$ cat config.mk
export PLATFORM = sky130hd
export DESIGN_NAME = tcp_tx_top
export DESIGN_NICKNAME = d
export VERILOG_FILES = /design/src/verilog/tcp_tx_pkg.sv /design/src/verilog/tcp_ka_timer.sv /design/src/verilog/tcp_seq_track.sv /design/src/verilog/tcp_tx_arb.sv /design/src/verilog/tcp_tx_mux.sv /design/src/verilog/tcp_tx_top.sv
export VERILOG_INCLUDE_DIRS = /design/src /design/src/verilog
export SDC_FILE = /design/constraint.sdc
export NUM_CORES = 2
export LEC_CHECK = 0
export BUFFER_PORTS_ARGS = -buffer_cell sky130_fd_sc_hd__buf_2
export CELL_PAD_IN_SITES_DETAIL_PLACEMENT = 2
export CELL_PAD_IN_SITES_GLOBAL_PLACEMENT = 2
export CORE_AREA = 8 8 730 732
export CTS_CLUSTER_SIZE = 40
export DETAILED_ROUTE_END_ITERATION = 6
export DIE_AREA = 0 0 738 740
export PLACE_DENSITY_LB_ADDON = 0.1
export REMOVE_ABC_BUFFERS = 1
export SETUP_SLACK_MARGIN = 0.4
export SYNTH_ARGS = -nofsm -noshare
export SYNTH_HDL_FRONTEND = slang
export SYNTH_SLANG_ARGS = --single-unit
$ cat constraint.sdc
create_clock -name clk -period 39.1 [get_ports clk]
set_input_delay 3.91 -clock clk [delete_from_list [all_inputs] [get_ports clk]]
set_output_delay 3.91 -clock clk [all_outputs]
set_load 0.01 [all_outputs]
$ cat src/verilog/tcp_tx_consts.svh
/* constants for the tcp transmit arbitration stage
   include in any module that builds headers or times keep-alives */
`ifndef TCP_TX_CONSTS_SVH
`define TCP_TX_CONSTS_SVH

// advertised receive window, fixed for this single connection
`define TCP_TX_WINDOW 16'd1000

// data offset in 32-bit words, no options
`define TCP_TX_DEF_OFFSET 4'd5

// 9-bit flag field, ns down to fin
// ns cwr ece urg ack psh rst syn fin
`define TCP_TX_FLAG_ACK 9'h010
`define TCP_TX_FLAG_PSH 9'h008

// quiet cycles before a keep-alive probe goes out
`define TCP_TX_KA_INTERVAL 64

// initial sequence number
// keep-alive reports isn - 1 before any payload
`define TCP_TX_ISN 32'h1a2b_3c4d

`endif

$ cat src/verilog/tcp_tx_pkg.sv
/* shared types for the tcp transmit stage: headers, metadata, connection
   block and the transmit port request/response pair */
package tcp_tx_pkg;

  typedef logic [31:0] tcp_num_t;

  // connection engine status
  typedef enum logic [2:0] {
    tcp_closed,
    tcp_listening,
    tcp_connecting,
    tcp_connected,
    tcp_disconnecting
  } tcp_stat_t;

  // one connection, remote side
  typedef struct packed {
    logic [15:0] loc_port;
    logic [15:0] rem_port;
    logic [31:0] ipv4_addr;
    logic [47:0] mac_addr;
  } tcb_t;

  // local device addresses
  typedef struct packed {
    logic [31:0] ipv4_addr;
    logic [47:0] mac_addr;
  } dev_t;

  typedef struct packed {
    tcp_num_t    start;
    logic [15:0] lng;
    logic [15:0] cks;
  } tcp_pld_info_t;

  // left/right edge pair
  typedef struct packed {
    tcp_num_t left;
    tcp_num_t right;
  } tcp_sack_blk_t;

  typedef struct packed {
    tcp_sack_blk_t [3:0] sack_blocks;
    logic [3:0]          block_pres;
  } tcp_opt_sack_t;

  typedef struct packed {
    logic [15:0] src_port;
    logic [15:0] dst_port;
    tcp_num_t    tcp_seq_num;
    tcp_num_t    tcp_ack_num;
    logic [3:0]  tcp_offset;
    logic [8:0]  tcp_flags;
    logic [15:0] tcp_wnd_size;
    logic [15:0] tcp_cks;
    logic [15:0] tcp_pointer;
  } tcp_hdr_t;

  typedef struct packed {
    logic [47:0] dst_mac;
    logic [47:0] src_mac;
  } mac_hdr_t;

  // everything the port needs to frame one segment
  typedef struct packed {
    mac_hdr_t      mac_hdr;
    logic [31:0]   src_ip;
    logic [31:0]   dst_ip;
    tcp_hdr_t      tcp_hdr;
    tcp_opt_sack_t tcp_opt_sack;
    logic          sack_pres;
    logic [15:0]   pld_len;
    logic [15:0]   pld_cks;
    logic [15:0]   ip_pkt_id;
    logic          mac_known;
  } tcp_meta_t;

  // toward the port
  typedef struct packed {
    logic        rdy;
    tcp_meta_t   meta;
    logic [31:0] strm;
  } tx_req_t;

  // back from the port
  typedef struct packed {
    logic acc;
    logic done;
  } tx_rsp_t;

endpackage

$ cat src/verilog/tcp_ka_timer.sv
/* idle timer, raises a keep-alive request after a quiet interval while
   connected and holds it until the probe has been sent */
`timescale 1ns/1ps
`include "tcp_tx_consts.svh"

module tcp_ka_timer #(
  parameter int INTERVAL = `TCP_TX_KA_INTERVAL
) (
  input  logic                 clk,
  input  logic                 rst,
  input  tcp_tx_pkg::tcp_stat_t status,
  input  logic                 pld_sent,
  input  logic                 ack_sent,
  input  logic                 ka_sent,
  output logic                 send_ka
);

  import tcp_tx_pkg::*;

  localparam int CW = $clog2(INTERVAL + 1);

  logic [CW-1:0] idle_cnt;
  logic          restart;

  // any sent segment counts as traffic
  assign restart = pld_sent || ack_sent || ka_sent || (status != tcp_connected);

  always_ff @(posedge clk) begin
    if (rst || restart) begin
      idle_cnt <= '0;
      send_ka  <= 1'b0;
    end else if (idle_cnt == CW'(INTERVAL - 1)) begin
      // counter parks here, request stays up
      send_ka <= 1'b1;
    end else begin
      idle_cnt <= idle_cnt + 1'b1;
    end
  end

endmodule

$ cat src/verilog/tcp_seq_track.sv
/* last sent sequence number, used by keep-alive and forced ack
   captures payload info on arbitration, advances on pld_sent */
`timescale 1ns/1ps
`include "tcp_tx_consts.svh"

module tcp_seq_track (
  input  logic                     clk,
  input  logic                     rst,
  input  logic                     pld_start_cap,
  input  logic                     pld_sent,
  input  tcp_tx_pkg::tcp_pld_info_t pld_info,
  output tcp_tx_pkg::tcp_num_t      last_seq
);

  import tcp_tx_pkg::*;

  tcp_pld_info_t pld_cap;

  // copy taken when payload wins, source may move on afterwards
  always_ff @(posedge clk) begin
    if (pld_start_cap) begin
      pld_cap <= pld_info;
    end
  end

  // next unsent byte
  always_ff @(posedge clk) begin
    if (rst) begin
      last_seq <= `TCP_TX_ISN;
    end else if (pld_sent) begin
      last_seq <= pld_cap.start + tcp_num_t'(pld_cap.lng);
    end
  end

endmodule

$ cat src/verilog/tcp_tx_arb.sv
/* transmit arbiter for the connected state, picks payload, keep-alive or
   forced ack, builds the segment metadata and runs one port exchange */
`timescale 1ns/1ps
`include "tcp_tx_consts.svh"

module tcp_tx_arb (
  input  logic                     clk,
  input  logic                     rst,
  input  tcp_tx_pkg::tcb_t          tcb,
  input  tcp_tx_pkg::dev_t          dev,
  input  logic                     send_ka,
  input  logic                     send_pld,
  input  logic                     send_ack,
  input  tcp_tx_pkg::tcp_pld_info_t pld_info,
  input  tcp_tx_pkg::tcp_opt_sack_t sack,
  input  tcp_tx_pkg::tcp_num_t      last_seq,
  input  tcp_tx_pkg::tcp_num_t      loc_ack,
  output tcp_tx_pkg::tx_req_t       arb_req,
  input  tcp_tx_pkg::tx_rsp_t       arb_rsp,
  output logic                     pld_sent,
  output logic                     ka_sent,
  output logic                     ack_sent,
  output logic                     pld_start_cap,
  output tcp_tx_pkg::tcp_num_t      last_ack
);

  import tcp_tx_pkg::*;

  typedef enum logic [1:0] {tx_none, tx_ka, tx_ack, tx_pld} tx_type_t;
  typedef enum logic [1:0] {idle_s, active_s, sent_s} fsm_t;

  fsm_t      fsm;
  tx_type_t  tx_type;
  logic      rdy;
  tcp_meta_t meta;

  // payload wins this edge, tracker grabs pld_info alongside
  assign pld_start_cap = (fsm == idle_s) && send_pld;

  always_ff @(posedge clk) begin
    if (rst) begin
      fsm            <= idle_s;
      tx_type        <= tx_none;
      rdy            <= 1'b0;
      pld_sent       <= 1'b0;
      ka_sent        <= 1'b0;
      ack_sent       <= 1'b0;
      last_ack       <= '0;
      meta.ip_pkt_id <= '0;
    end else begin
      case (fsm)
        idle_s: begin
          // refresh everything not tied to the request kind
          meta.mac_hdr.dst_mac     <= tcb.mac_addr;
          meta.mac_hdr.src_mac     <= dev.mac_addr;
          meta.src_ip              <= dev.ipv4_addr;
          meta.dst_ip              <= tcb.ipv4_addr;
          meta.mac_known           <= 1'b1;
          meta.tcp_hdr.src_port    <= tcb.loc_port;
          meta.tcp_hdr.dst_port    <= tcb.rem_port;
          meta.tcp_hdr.tcp_ack_num <= loc_ack;
          meta.tcp_hdr.tcp_wnd_size <= `TCP_TX_WINDOW;
          meta.tcp_hdr.tcp_cks     <= '0;
          meta.tcp_hdr.tcp_pointer <= '0;
          meta.tcp_opt_sack        <= sack;
          last_ack                 <= loc_ack;
          // option adds 2 words per block plus kind/len padding
          // only contiguous leading blocks are legal
          case (sack.block_pres)
            4'b1000: begin
              meta.tcp_hdr.tcp_offset <= `TCP_TX_DEF_OFFSET + 4'd3;
              meta.sack_pres          <= 1'b1;
            end
            4'b1100: begin
              meta.tcp_hdr.tcp_offset <= `TCP_TX_DEF_OFFSET + 4'd5;
              meta.sack_pres          <= 1'b1;
            end
            4'b1110: begin
              meta.tcp_hdr.tcp_offset <= `TCP_TX_DEF_OFFSET + 4'd7;
              meta.sack_pres          <= 1'b1;
            end
            4'b1111: begin
              meta.tcp_hdr.tcp_offset <= `TCP_TX_DEF_OFFSET + 4'd9;
              meta.sack_pres          <= 1'b1;
            end
            default: begin
              meta.tcp_hdr.tcp_offset <= `TCP_TX_DEF_OFFSET;
              meta.sack_pres          <= 1'b0;
            end
          endcase
          // priority payload, keep-alive, forced ack
          if (send_pld) begin
            tx_type                  <= tx_pld;
            meta.tcp_hdr.tcp_flags   <= `TCP_TX_FLAG_PSH | `TCP_TX_FLAG_ACK;
            meta.tcp_hdr.tcp_seq_num <= pld_info.start;
            meta.pld_len             <= pld_info.lng;
            meta.pld_cks             <= pld_info.cks;
          end else if (send_ka) begin
            // seq one below next byte, peer answers with an ack
            tx_type                  <= tx_ka;
            meta.tcp_hdr.tcp_flags   <= `TCP_TX_FLAG_ACK;
            meta.tcp_hdr.tcp_seq_num <= last_seq - 1'b1;
            meta.pld_len             <= '0;
            meta.pld_cks             <= '0;
          end else if (send_ack) begin
            tx_type                  <= tx_ack;
            meta.tcp_hdr.tcp_flags   <= `TCP_TX_FLAG_ACK;
            meta.tcp_hdr.tcp_seq_num <= last_seq;
            meta.pld_len             <= '0;
            meta.pld_cks             <= '0;
          end
          if (send_pld || send_ka || send_ack) begin
            rdy <= 1'b1;
            fsm <= active_s;
          end
        end
        active_s: begin
          if (arb_rsp.acc) begin
            rdy <= 1'b0;
          end
          if (arb_rsp.done) begin
            pld_sent       <= (tx_type == tx_pld);
            ka_sent        <= (tx_type == tx_ka);
            ack_sent       <= (tx_type == tx_ack);
            tx_type        <= tx_none;
            meta.ip_pkt_id <= meta.ip_pkt_id + 1'b1;
            fsm            <= sent_s;
          end
        end
        sent_s: begin
          // one-cycle pulse, sources drop their request on it
          pld_sent <= 1'b0;
          ka_sent  <= 1'b0;
          ack_sent <= 1'b0;
          fsm      <= idle_s;
        end
        default: fsm <= idle_s;
      endcase
    end
  end

  // no stream data from the arbiter itself
  assign arb_req.rdy  = rdy;
  assign arb_req.meta = meta;
  assign arb_req.strm = '0;

  // each done reports exactly one request kind
  a_one_sent: assert property (@(posedge clk) disable iff (rst)
    $onehot0({pld_sent, ka_sent, ack_sent}));

endmodule

$ cat src/verilog/tcp_tx_mux.sv
/* output router, gives the transmit port to the arbiter while connected
   and to the connection engine otherwise, checks the port exchange */
`timescale 1ns/1ps

module tcp_tx_mux (
  input  logic                 clk,
  input  logic                 rst,
  input  tcp_tx_pkg::tcp_stat_t status,
  input  tcp_tx_pkg::tx_req_t   arb_req,
  output tcp_tx_pkg::tx_rsp_t   arb_rsp,
  input  tcp_tx_pkg::tx_req_t   eng_req,
  output tcp_tx_pkg::tx_rsp_t   eng_rsp,
  output tcp_tx_pkg::tx_req_t   port_req,
  input  tcp_tx_pkg::tx_rsp_t   port_rsp
);

  import tcp_tx_pkg::*;

  // unselected side sees an idle port
  always_comb begin
    if (status == tcp_connected) begin
      port_req = arb_req;
      arb_rsp  = port_rsp;
      eng_rsp  = '0;
    end else begin
      port_req = eng_req;
      eng_rsp  = port_rsp;
      arb_rsp  = '0;
    end
  end

  // meta held until accepted, unless the owner changed
  a_meta_stable: assert property (@(posedge clk) disable iff (rst)
    (port_req.rdy && !port_rsp.acc) ##1 $stable(status) |-> $stable(port_req.meta));

  // port never accepts an empty request
  a_acc_rdy: assert property (@(posedge clk) disable iff (rst)
    port_rsp.acc |-> port_req.rdy);

endmodule

$ cat src/verilog/tcp_tx_top.sv
/* transmit arbitration stage for one tcp connection
   timer, sequence tracker, arbiter and port router */
`timescale 1ns/1ps

module tcp_tx_top (
  input  logic                     clk,
  input  logic                     rst,
  input  tcp_tx_pkg::tcb_t          tcb,
  input  tcp_tx_pkg::dev_t          dev,
  input  tcp_tx_pkg::tcp_stat_t     status,
  input  tcp_tx_pkg::tcp_num_t      loc_ack,
  input  tcp_tx_pkg::tcp_opt_sack_t sack,
  input  logic                     send_pld,
  input  tcp_tx_pkg::tcp_pld_info_t pld_info,
  input  logic                     send_ack,
  input  tcp_tx_pkg::tx_req_t       eng_req,
  output tcp_tx_pkg::tx_rsp_t       eng_rsp,
  output tcp_tx_pkg::tx_req_t       port_req,
  input  tcp_tx_pkg::tx_rsp_t       port_rsp,
  output logic                     pld_sent,
  output logic                     ack_sent,
  output tcp_tx_pkg::tcp_num_t      last_ack
);

  import tcp_tx_pkg::*;

  logic     send_ka;
  logic     ka_sent;
  logic     pld_start_cap;
  tcp_num_t last_seq;
  tx_req_t  arb_req;
  tx_rsp_t  arb_rsp;

  tcp_ka_timer tcp_ka_timer_i (
    .clk      (clk),
    .rst      (rst),
    .status   (status),
    .pld_sent (pld_sent),
    .ack_sent (ack_sent),
    .ka_sent  (ka_sent),
    .send_ka  (send_ka)
  );

  tcp_seq_track tcp_seq_track_i (
    .clk           (clk),
    .rst           (rst),
    .pld_start_cap (pld_start_cap),
    .pld_sent      (pld_sent),
    .pld_info      (pld_info),
    .last_seq      (last_seq)
  );

  tcp_tx_arb tcp_tx_arb_i (
    .clk           (clk),
    .rst           (rst),
    .tcb           (tcb),
    .dev           (dev),
    .send_ka       (send_ka),
    .send_pld      (send_pld),
    .send_ack      (send_ack),
    .pld_info      (pld_info),
    .sack          (sack),
    .last_seq      (last_seq),
    .loc_ack       (loc_ack),
    .arb_req       (arb_req),
    .arb_rsp       (arb_rsp),
    .pld_sent      (pld_sent),
    .ka_sent       (ka_sent),
    .ack_sent      (ack_sent),
    .pld_start_cap (pld_start_cap),
    .last_ack      (last_ack)
  );

  tcp_tx_mux tcp_tx_mux_i (
    .clk      (clk),
    .rst      (rst),
    .status   (status),
    .arb_req  (arb_req),
    .arb_rsp  (arb_rsp),
    .eng_req  (eng_req),
    .eng_rsp  (eng_rsp),
    .port_req (port_req),
    .port_rsp (port_rsp)
  );

endmodule
# Yosys cells after proc, flatten, opt, wreduce, memory -nomap -nowiden
# Index checks and enable logic that the tools add are counted.
[op_classes]
n_addsub = 4
n_mul = 0
n_div = 0
order_cmp = 0
eq_ne = 16
shift = 0
mux = 30
n_bitwise = 1
n_reduce_logical = 19
[ops]
columns = ["op", "n"]
rows = [
  ["$mux W660", 1],
  ["$mux W32", 6],
  ["$add A32 B16 Y32", 1],
  ["$sub A32 B1 Y32 const B", 1],
  ["$add A16 B1 Y16 const B", 1],
  ["$eq A4 B4 Y1 const B", 4],
  ["$mux W2", 8],
  ["$pmux W4 S4", 1],
  ["$reduce_and A3 Y1", 3],
  ["$mux W4", 2],
  ["$pmux W1 S2", 4],
  ["$pmux W2 S2", 2],
  ["$reduce_and A2 Y1", 4],
  ["$add A7 B1 Y7 const B", 1],
  ["$eq A7 B6 Y1 const B", 1],
  ["$eq A2 B2 Y1 const B", 3],
  ["$logic_or A1 B1 Y1", 6],
  ["$mux W1", 6],
  ["$ne A2 B2 Y1 const B", 3],
  ["$eq A2 B1 Y1 const B", 2],
  ["$ne A4 B4 Y1 const B", 1],
  ["$reduce_bool A2 Y1", 2],
  ["$reduce_or A4 Y1", 1],
  ["$eq A3 B2 Y1 const B", 1],
  ["5 further kinds", 5],
]
[totals]
ff_bits = 698
latch_bits = 0
ram_bits = 0
rom_bits = 0
in_bits = 1217
output_inout_bits = 696
elab_cells = 105
mem_count = 0

# Logic depth before layout (Yosys ltp)
[logic_depth]
depth_word = 4
mapped_depth = 9
depth_no_buf = 8

# Hierarchy
# Synthesis repeated with hierarchy kept, for this count alone.
[unflattened]
hier_cells = 2240
area_unflattened_um2 = 33766.1
[by_module_without_submodules]
columns = ["module", "instances", "cells_per_inst", "area_per_inst_um2", "seq_area_each_um2"]
rows = [
  ["tcp_tx_arb", 1, 1131, 20857.5, 17727.0],
  ["tcp_tx_mux", 1, 740, 8743.4, 0.0],
  ["tcp_seq_track", 1, 331, 3808.7, 2082.0],
  ["tcp_ka_timer", 1, 38, 356.6, 160.2],
]

# Worst setup path after synthesis
# No wires, ideal clock.
[synth_timing]
path_kind = "in2reg"
from = "input rst"
to = "register tcp_tx_arb_i.meta, in the netlist tcp_tx_arb_i.arb_req[100] (enable)"
setup_time_ns = 1.353
arrival_time_ns = 24.742
t_required_ns = 37.747
slack_ns = 13.005
cell_stages = 4
n_path_buf = 3
path_cell_list = "clkbuf_1 > clkbuf_1 > buf_1 > nor2_1"
[synth_via]
elab_chain_cells = 2
[synth_rtl]
columns = ["element", "line_no", "rtl"]
rows = [
  ["start, declared", "tcp_tx_top.sv:7", "input logic rst,"],
  ["$not A1 Y1 (no line)", "n/a", ""],
  ["$reduce_and A2 Y1 (no line)", "n/a", ""],
  ["end, declared", "tcp_tx_arb.sv:35", "tcp_meta_t meta;"],
]
# No other way between the ends.
# A chain may end at the register's enable or synchronous reset.

==> impl_metrics.tcl <==
set metrics [dict create \
    run_status "finished clean" \
    grt_first_pass_wirelength_um 421000 \
    internal_power_w 0.00165 \
    largest_net_degree_at_the_start_of_global_routing 131 \
    worst_hold_startpoint "tcp_tx_arb_i.last_ack[27]" \
    vdd_ir_drop_max_mv 0.0341 \
    core_area_mm2 0.522 \
    antenna_left 0 \
    post-route-drc-count 0 \
    placed_cell_area_mm2 0.0494 \
    tritoncts "yes" \
    synth_top_area_share_pct 57.5 \
    min-delay-path-class "reg -> reg" \
    die-area_mm2 0.546 \
    setup_total_negative_slack_ns 0 \
    rsz0062_at_grt "no" \
    hold_buffers 0 \
    critical_path.max_fanout 59 \
    leakage_nw 22.6 \
    cellPowerDensity_mw_per_mm2 44.0 \
    hpwlAfterDp_um 290000 \
    setup.worst_path.start "status[2]" \
    finalWorstPathRequiredPeriod_ns 12.91 \
    start_kind "input port" \
    post-cts-setup-buffer-count 0 \
    cts.htree.levels 3 \
    clock_pin_slew_of_the_registers_on_the_worst_case_setup_and_hold_paths_ns 0.06 \
    hold_violations 0 \
    postSynth.asyncResetShare_pct 0 \
    worst_r2r_endpoint "tcp_tx_arb_i.arb_req[457]" \
    sequentialPowerShare_pct 37.6 \
    starting_utilization_of_the_core_area_pct 6.01 \
    layout.core_utilization_pct 10.3 \
    synth-seq-area-share_pct 63.6 \
    layout-area-overhead-vs-synth_pct 70.5 \
    detail_route.first_pass.iterations 4 \
    switching_power_w 0.000701 \
    arrival_ns 9.00 \
    r2r_slack_ns 35.51 \
    timing.rr.start "tcp_ka_timer_i.send_ka" \
    routed_wire_length_per_instance_um 27.5 \
    final_max_slew_viol_count 0 \
    gr-total-overflow 0 \
    report.power.total_w 0.00235 \
    max_cap_violations 0 \
    syn_area_mm2 0.0314 \
    io-pin-count 1913 \
    clk_root_buffer_cell "clkbuf_16" \
    yosys.cell_count.top_type "nand2_1" \
    synth_warnings 0 \
    achievable-frequency_mhz 77.4 \
    clock_tree.buffer_depth 4 \
    worstPathRequired_ns 35.19 \
    syn-instance-count 3329 \
    clock_skew_ns 0.0685 \
    drive_above_1_share_pct 40.1 \
    critPathCaptureType "primary output" \
    tightestPinTransition_ns 1.12 \
    timing.max_slew.rel_slack_pct 25.5 \
    yosysTopAreaCell "edfxtp_1" \
    grt_antenna_before_repair 426 \
    synth_enable_flop_cells 601 \
    syn_area_per_cell_um2 9.43 \
    comb_power_share_pct 15.0 \
    vias_per_cell 2.73 \
    switching_share_pct 29.8 \
    synth_flop_cell "edfxtp_1" \
    routed_wl_um 340000 \
    chip_width_um 738 \
    top_cells_by_area_synth "edfxtp_1, nand2_1, dfxtp_1" \
    hold_path_end "tcp_tx_arb_i.last_ack[27]" \
    synth_cell_types 59 \
    via_count 33800 \
    postSynthRegisterBits 697 \
    clkPwrFrac_pct 47.4 \
    globalplace.congestion 0.821 \
    final_period_utilization_pct 33.0 \
    cts_num_sinks 697 \
    design_area_mm2 0.0535 \
    hold-path-cell-count 2 \
    cts.repair.resized 0 \
    n_fill_cell 61700 \
    crit_type "in -> out" \
    grt_pass1_vias 35600 \
    clk_latency_ns 0.86 \
    placementRows 266 \
    netlist_top_cells_count "nand2_1, edfxtp_1, clkbuf_1, and2_1, dfxtp_1" \
    place.port_buffers 1912 \
    globalRouteTotalUtil_pct 11.8 \
    reg2reg_depth 6 \
    dr.first_iter.drc_count 1545 \
    fp.dieH_um 740 \
    finalSetupViolCount 0 \
    tritoncts.num_buffers 115 \
    post_layout_nets 6462 \
]
power by group through the flow:
| stage | Combinational, W | Sequential (W) | Clock [W] |
|---|---|---|---|
| floorplan | 0.000150 | 0.000916 | 0 |
| global placement | 0.000376 | 0.000902 | 0 |
| detailed placement | 0.000375 | 0.000901 | 0 |
| CTS | 0.000376 | 0.000887 | 0.00119 |
| global route | 0.000388 | 0.000890 | 0.00120 |
| finish | 0.000353 | 0.000885 | 0.00111 |
logic make-up (layout without fill, tap and decap cells):
logic type,after synthesis,in the layout,share of synthesized area [%]
AND/OR/NAND/NOR,2168,2168,27.9
multiplexers,7,7,0.223
XOR/XNOR,57,57,1.59
adder cells (fa/ha/maj),20,20,0.821
AO/OA/AOI/OAI,191,191,3.55
other,0,78,0
flip-flops,697,697,63.6
buffers and inverters,189,2175,2.29
per-layer routing:
metal  vias to the layer above  global-route usage (%)  wire (um)
met3                       843                    3.78      26000
met5                         -                       0        949
met2                      1734                    22.6     177000
met1                     16200                    12.5     125000
li1                      14900                       -          -
met4                       144                    2.57      11400
per-stage QoR:
step                      setup slack (ns)  cells  hold WS (ns)
after global placement               25.80  12100         0.442
after CTS                            25.78  12300         0.457
final                                26.19  12400         0.454
after floorplan                      13.84   3151         0.429
after global routing                 25.65  12300         0.478
after detailed placement             25.79  12100         0.447
critical path, stage by stage:
cell	delay (ns)
buf_2	0.09
nand3b_1	0.11
buf_4	0.39
buf_4	0.59
buf_4	0.57
buf_4	0.53
buf_4	0.71
buf_4	0.72
buf_4	0.46
nand2_1	0.31
nand2_1	0.16
buf_2	0.17
area by class of cell:
| type | instances | area (um^2) | area share [%] |
|---|---|---|---|
| flip-flops and latches | 697 | 20000 | 37.3 |
| diodes | 78 | 195 | 0.365 |
| clock inverters | 59 | 848 | 1.59 |
| inverters | 11 | 41.3 | 0.0772 |
| clock buffers | 148 | 3020 | 5.65 |
| multi-input cells | 2443 | 10700 | 20.1 |
| well taps | 6968 | 8720 | 16.3 |
| repair buffers | 1957 | 9970 | 18.6 |
cell usage in the layout, fill, tap and decap left out, drive strengths merged, types with 3 or more instances in the layout:
cell	count
buf	1957
o211ai	4
bufinv	20
or3	15
xor2	22
edfxtp	601
and3	10
and2	119
clkinv	32
nand3	17
nand3b	3
a31oi	5
nor2	65
nor2b	5
nor3	19
o21ai	60
a21oi	74
or4	5
nor3b	3
o32ai	3
xnor2	35
ha	19
a22oi	3
mux2i	7
nand4	16
clkbuf	148
nand2	1858
diode	78
or2	3
a211oi	14
o21a	6
a21o	7
nor4	12
nand2b	11
dfxtp	96
inv	14
clkinvlp	4
state kept, by name, summed over array words and instances (netlist names):
name / cells
tcp_tx_arb_i.arb_req: 569
tcp_seq_track_i.pld_cap: 48
tcp_seq_track_i.last_seq: 32
tcp_tx_arb_i.last_ack: 32
tcp_ka_timer_i.idle_cnt: 7
tcp_tx_arb_i.fsm: 2
tcp_tx_arb_i.tx_type: 2
tcp_ka_timer_i.send_ka: 1
tcp_tx_arb_i.ack_sent: 1
tcp_tx_arb_i.ka_sent: 1
tcp_tx_arb_i.pld_sent: 1
tcp_tx_arb_i.rdy: 1
worst max path at each step:
stage / endpoint / slack, ns / cells past startpoint
detailed placement: port_req[93] / 25.79 / 12
global placement: port_req[93] / 25.80 / 12
global route: port_req[93] / 25.65 / 12
finish: port_req[93] / 26.19 / 12
floorplan: tcp_tx_arb_i.arb_req[100] / 13.84 / 1
CTS: port_req[93] / 25.78 / 12
Power figures use the tool's default switching activity.
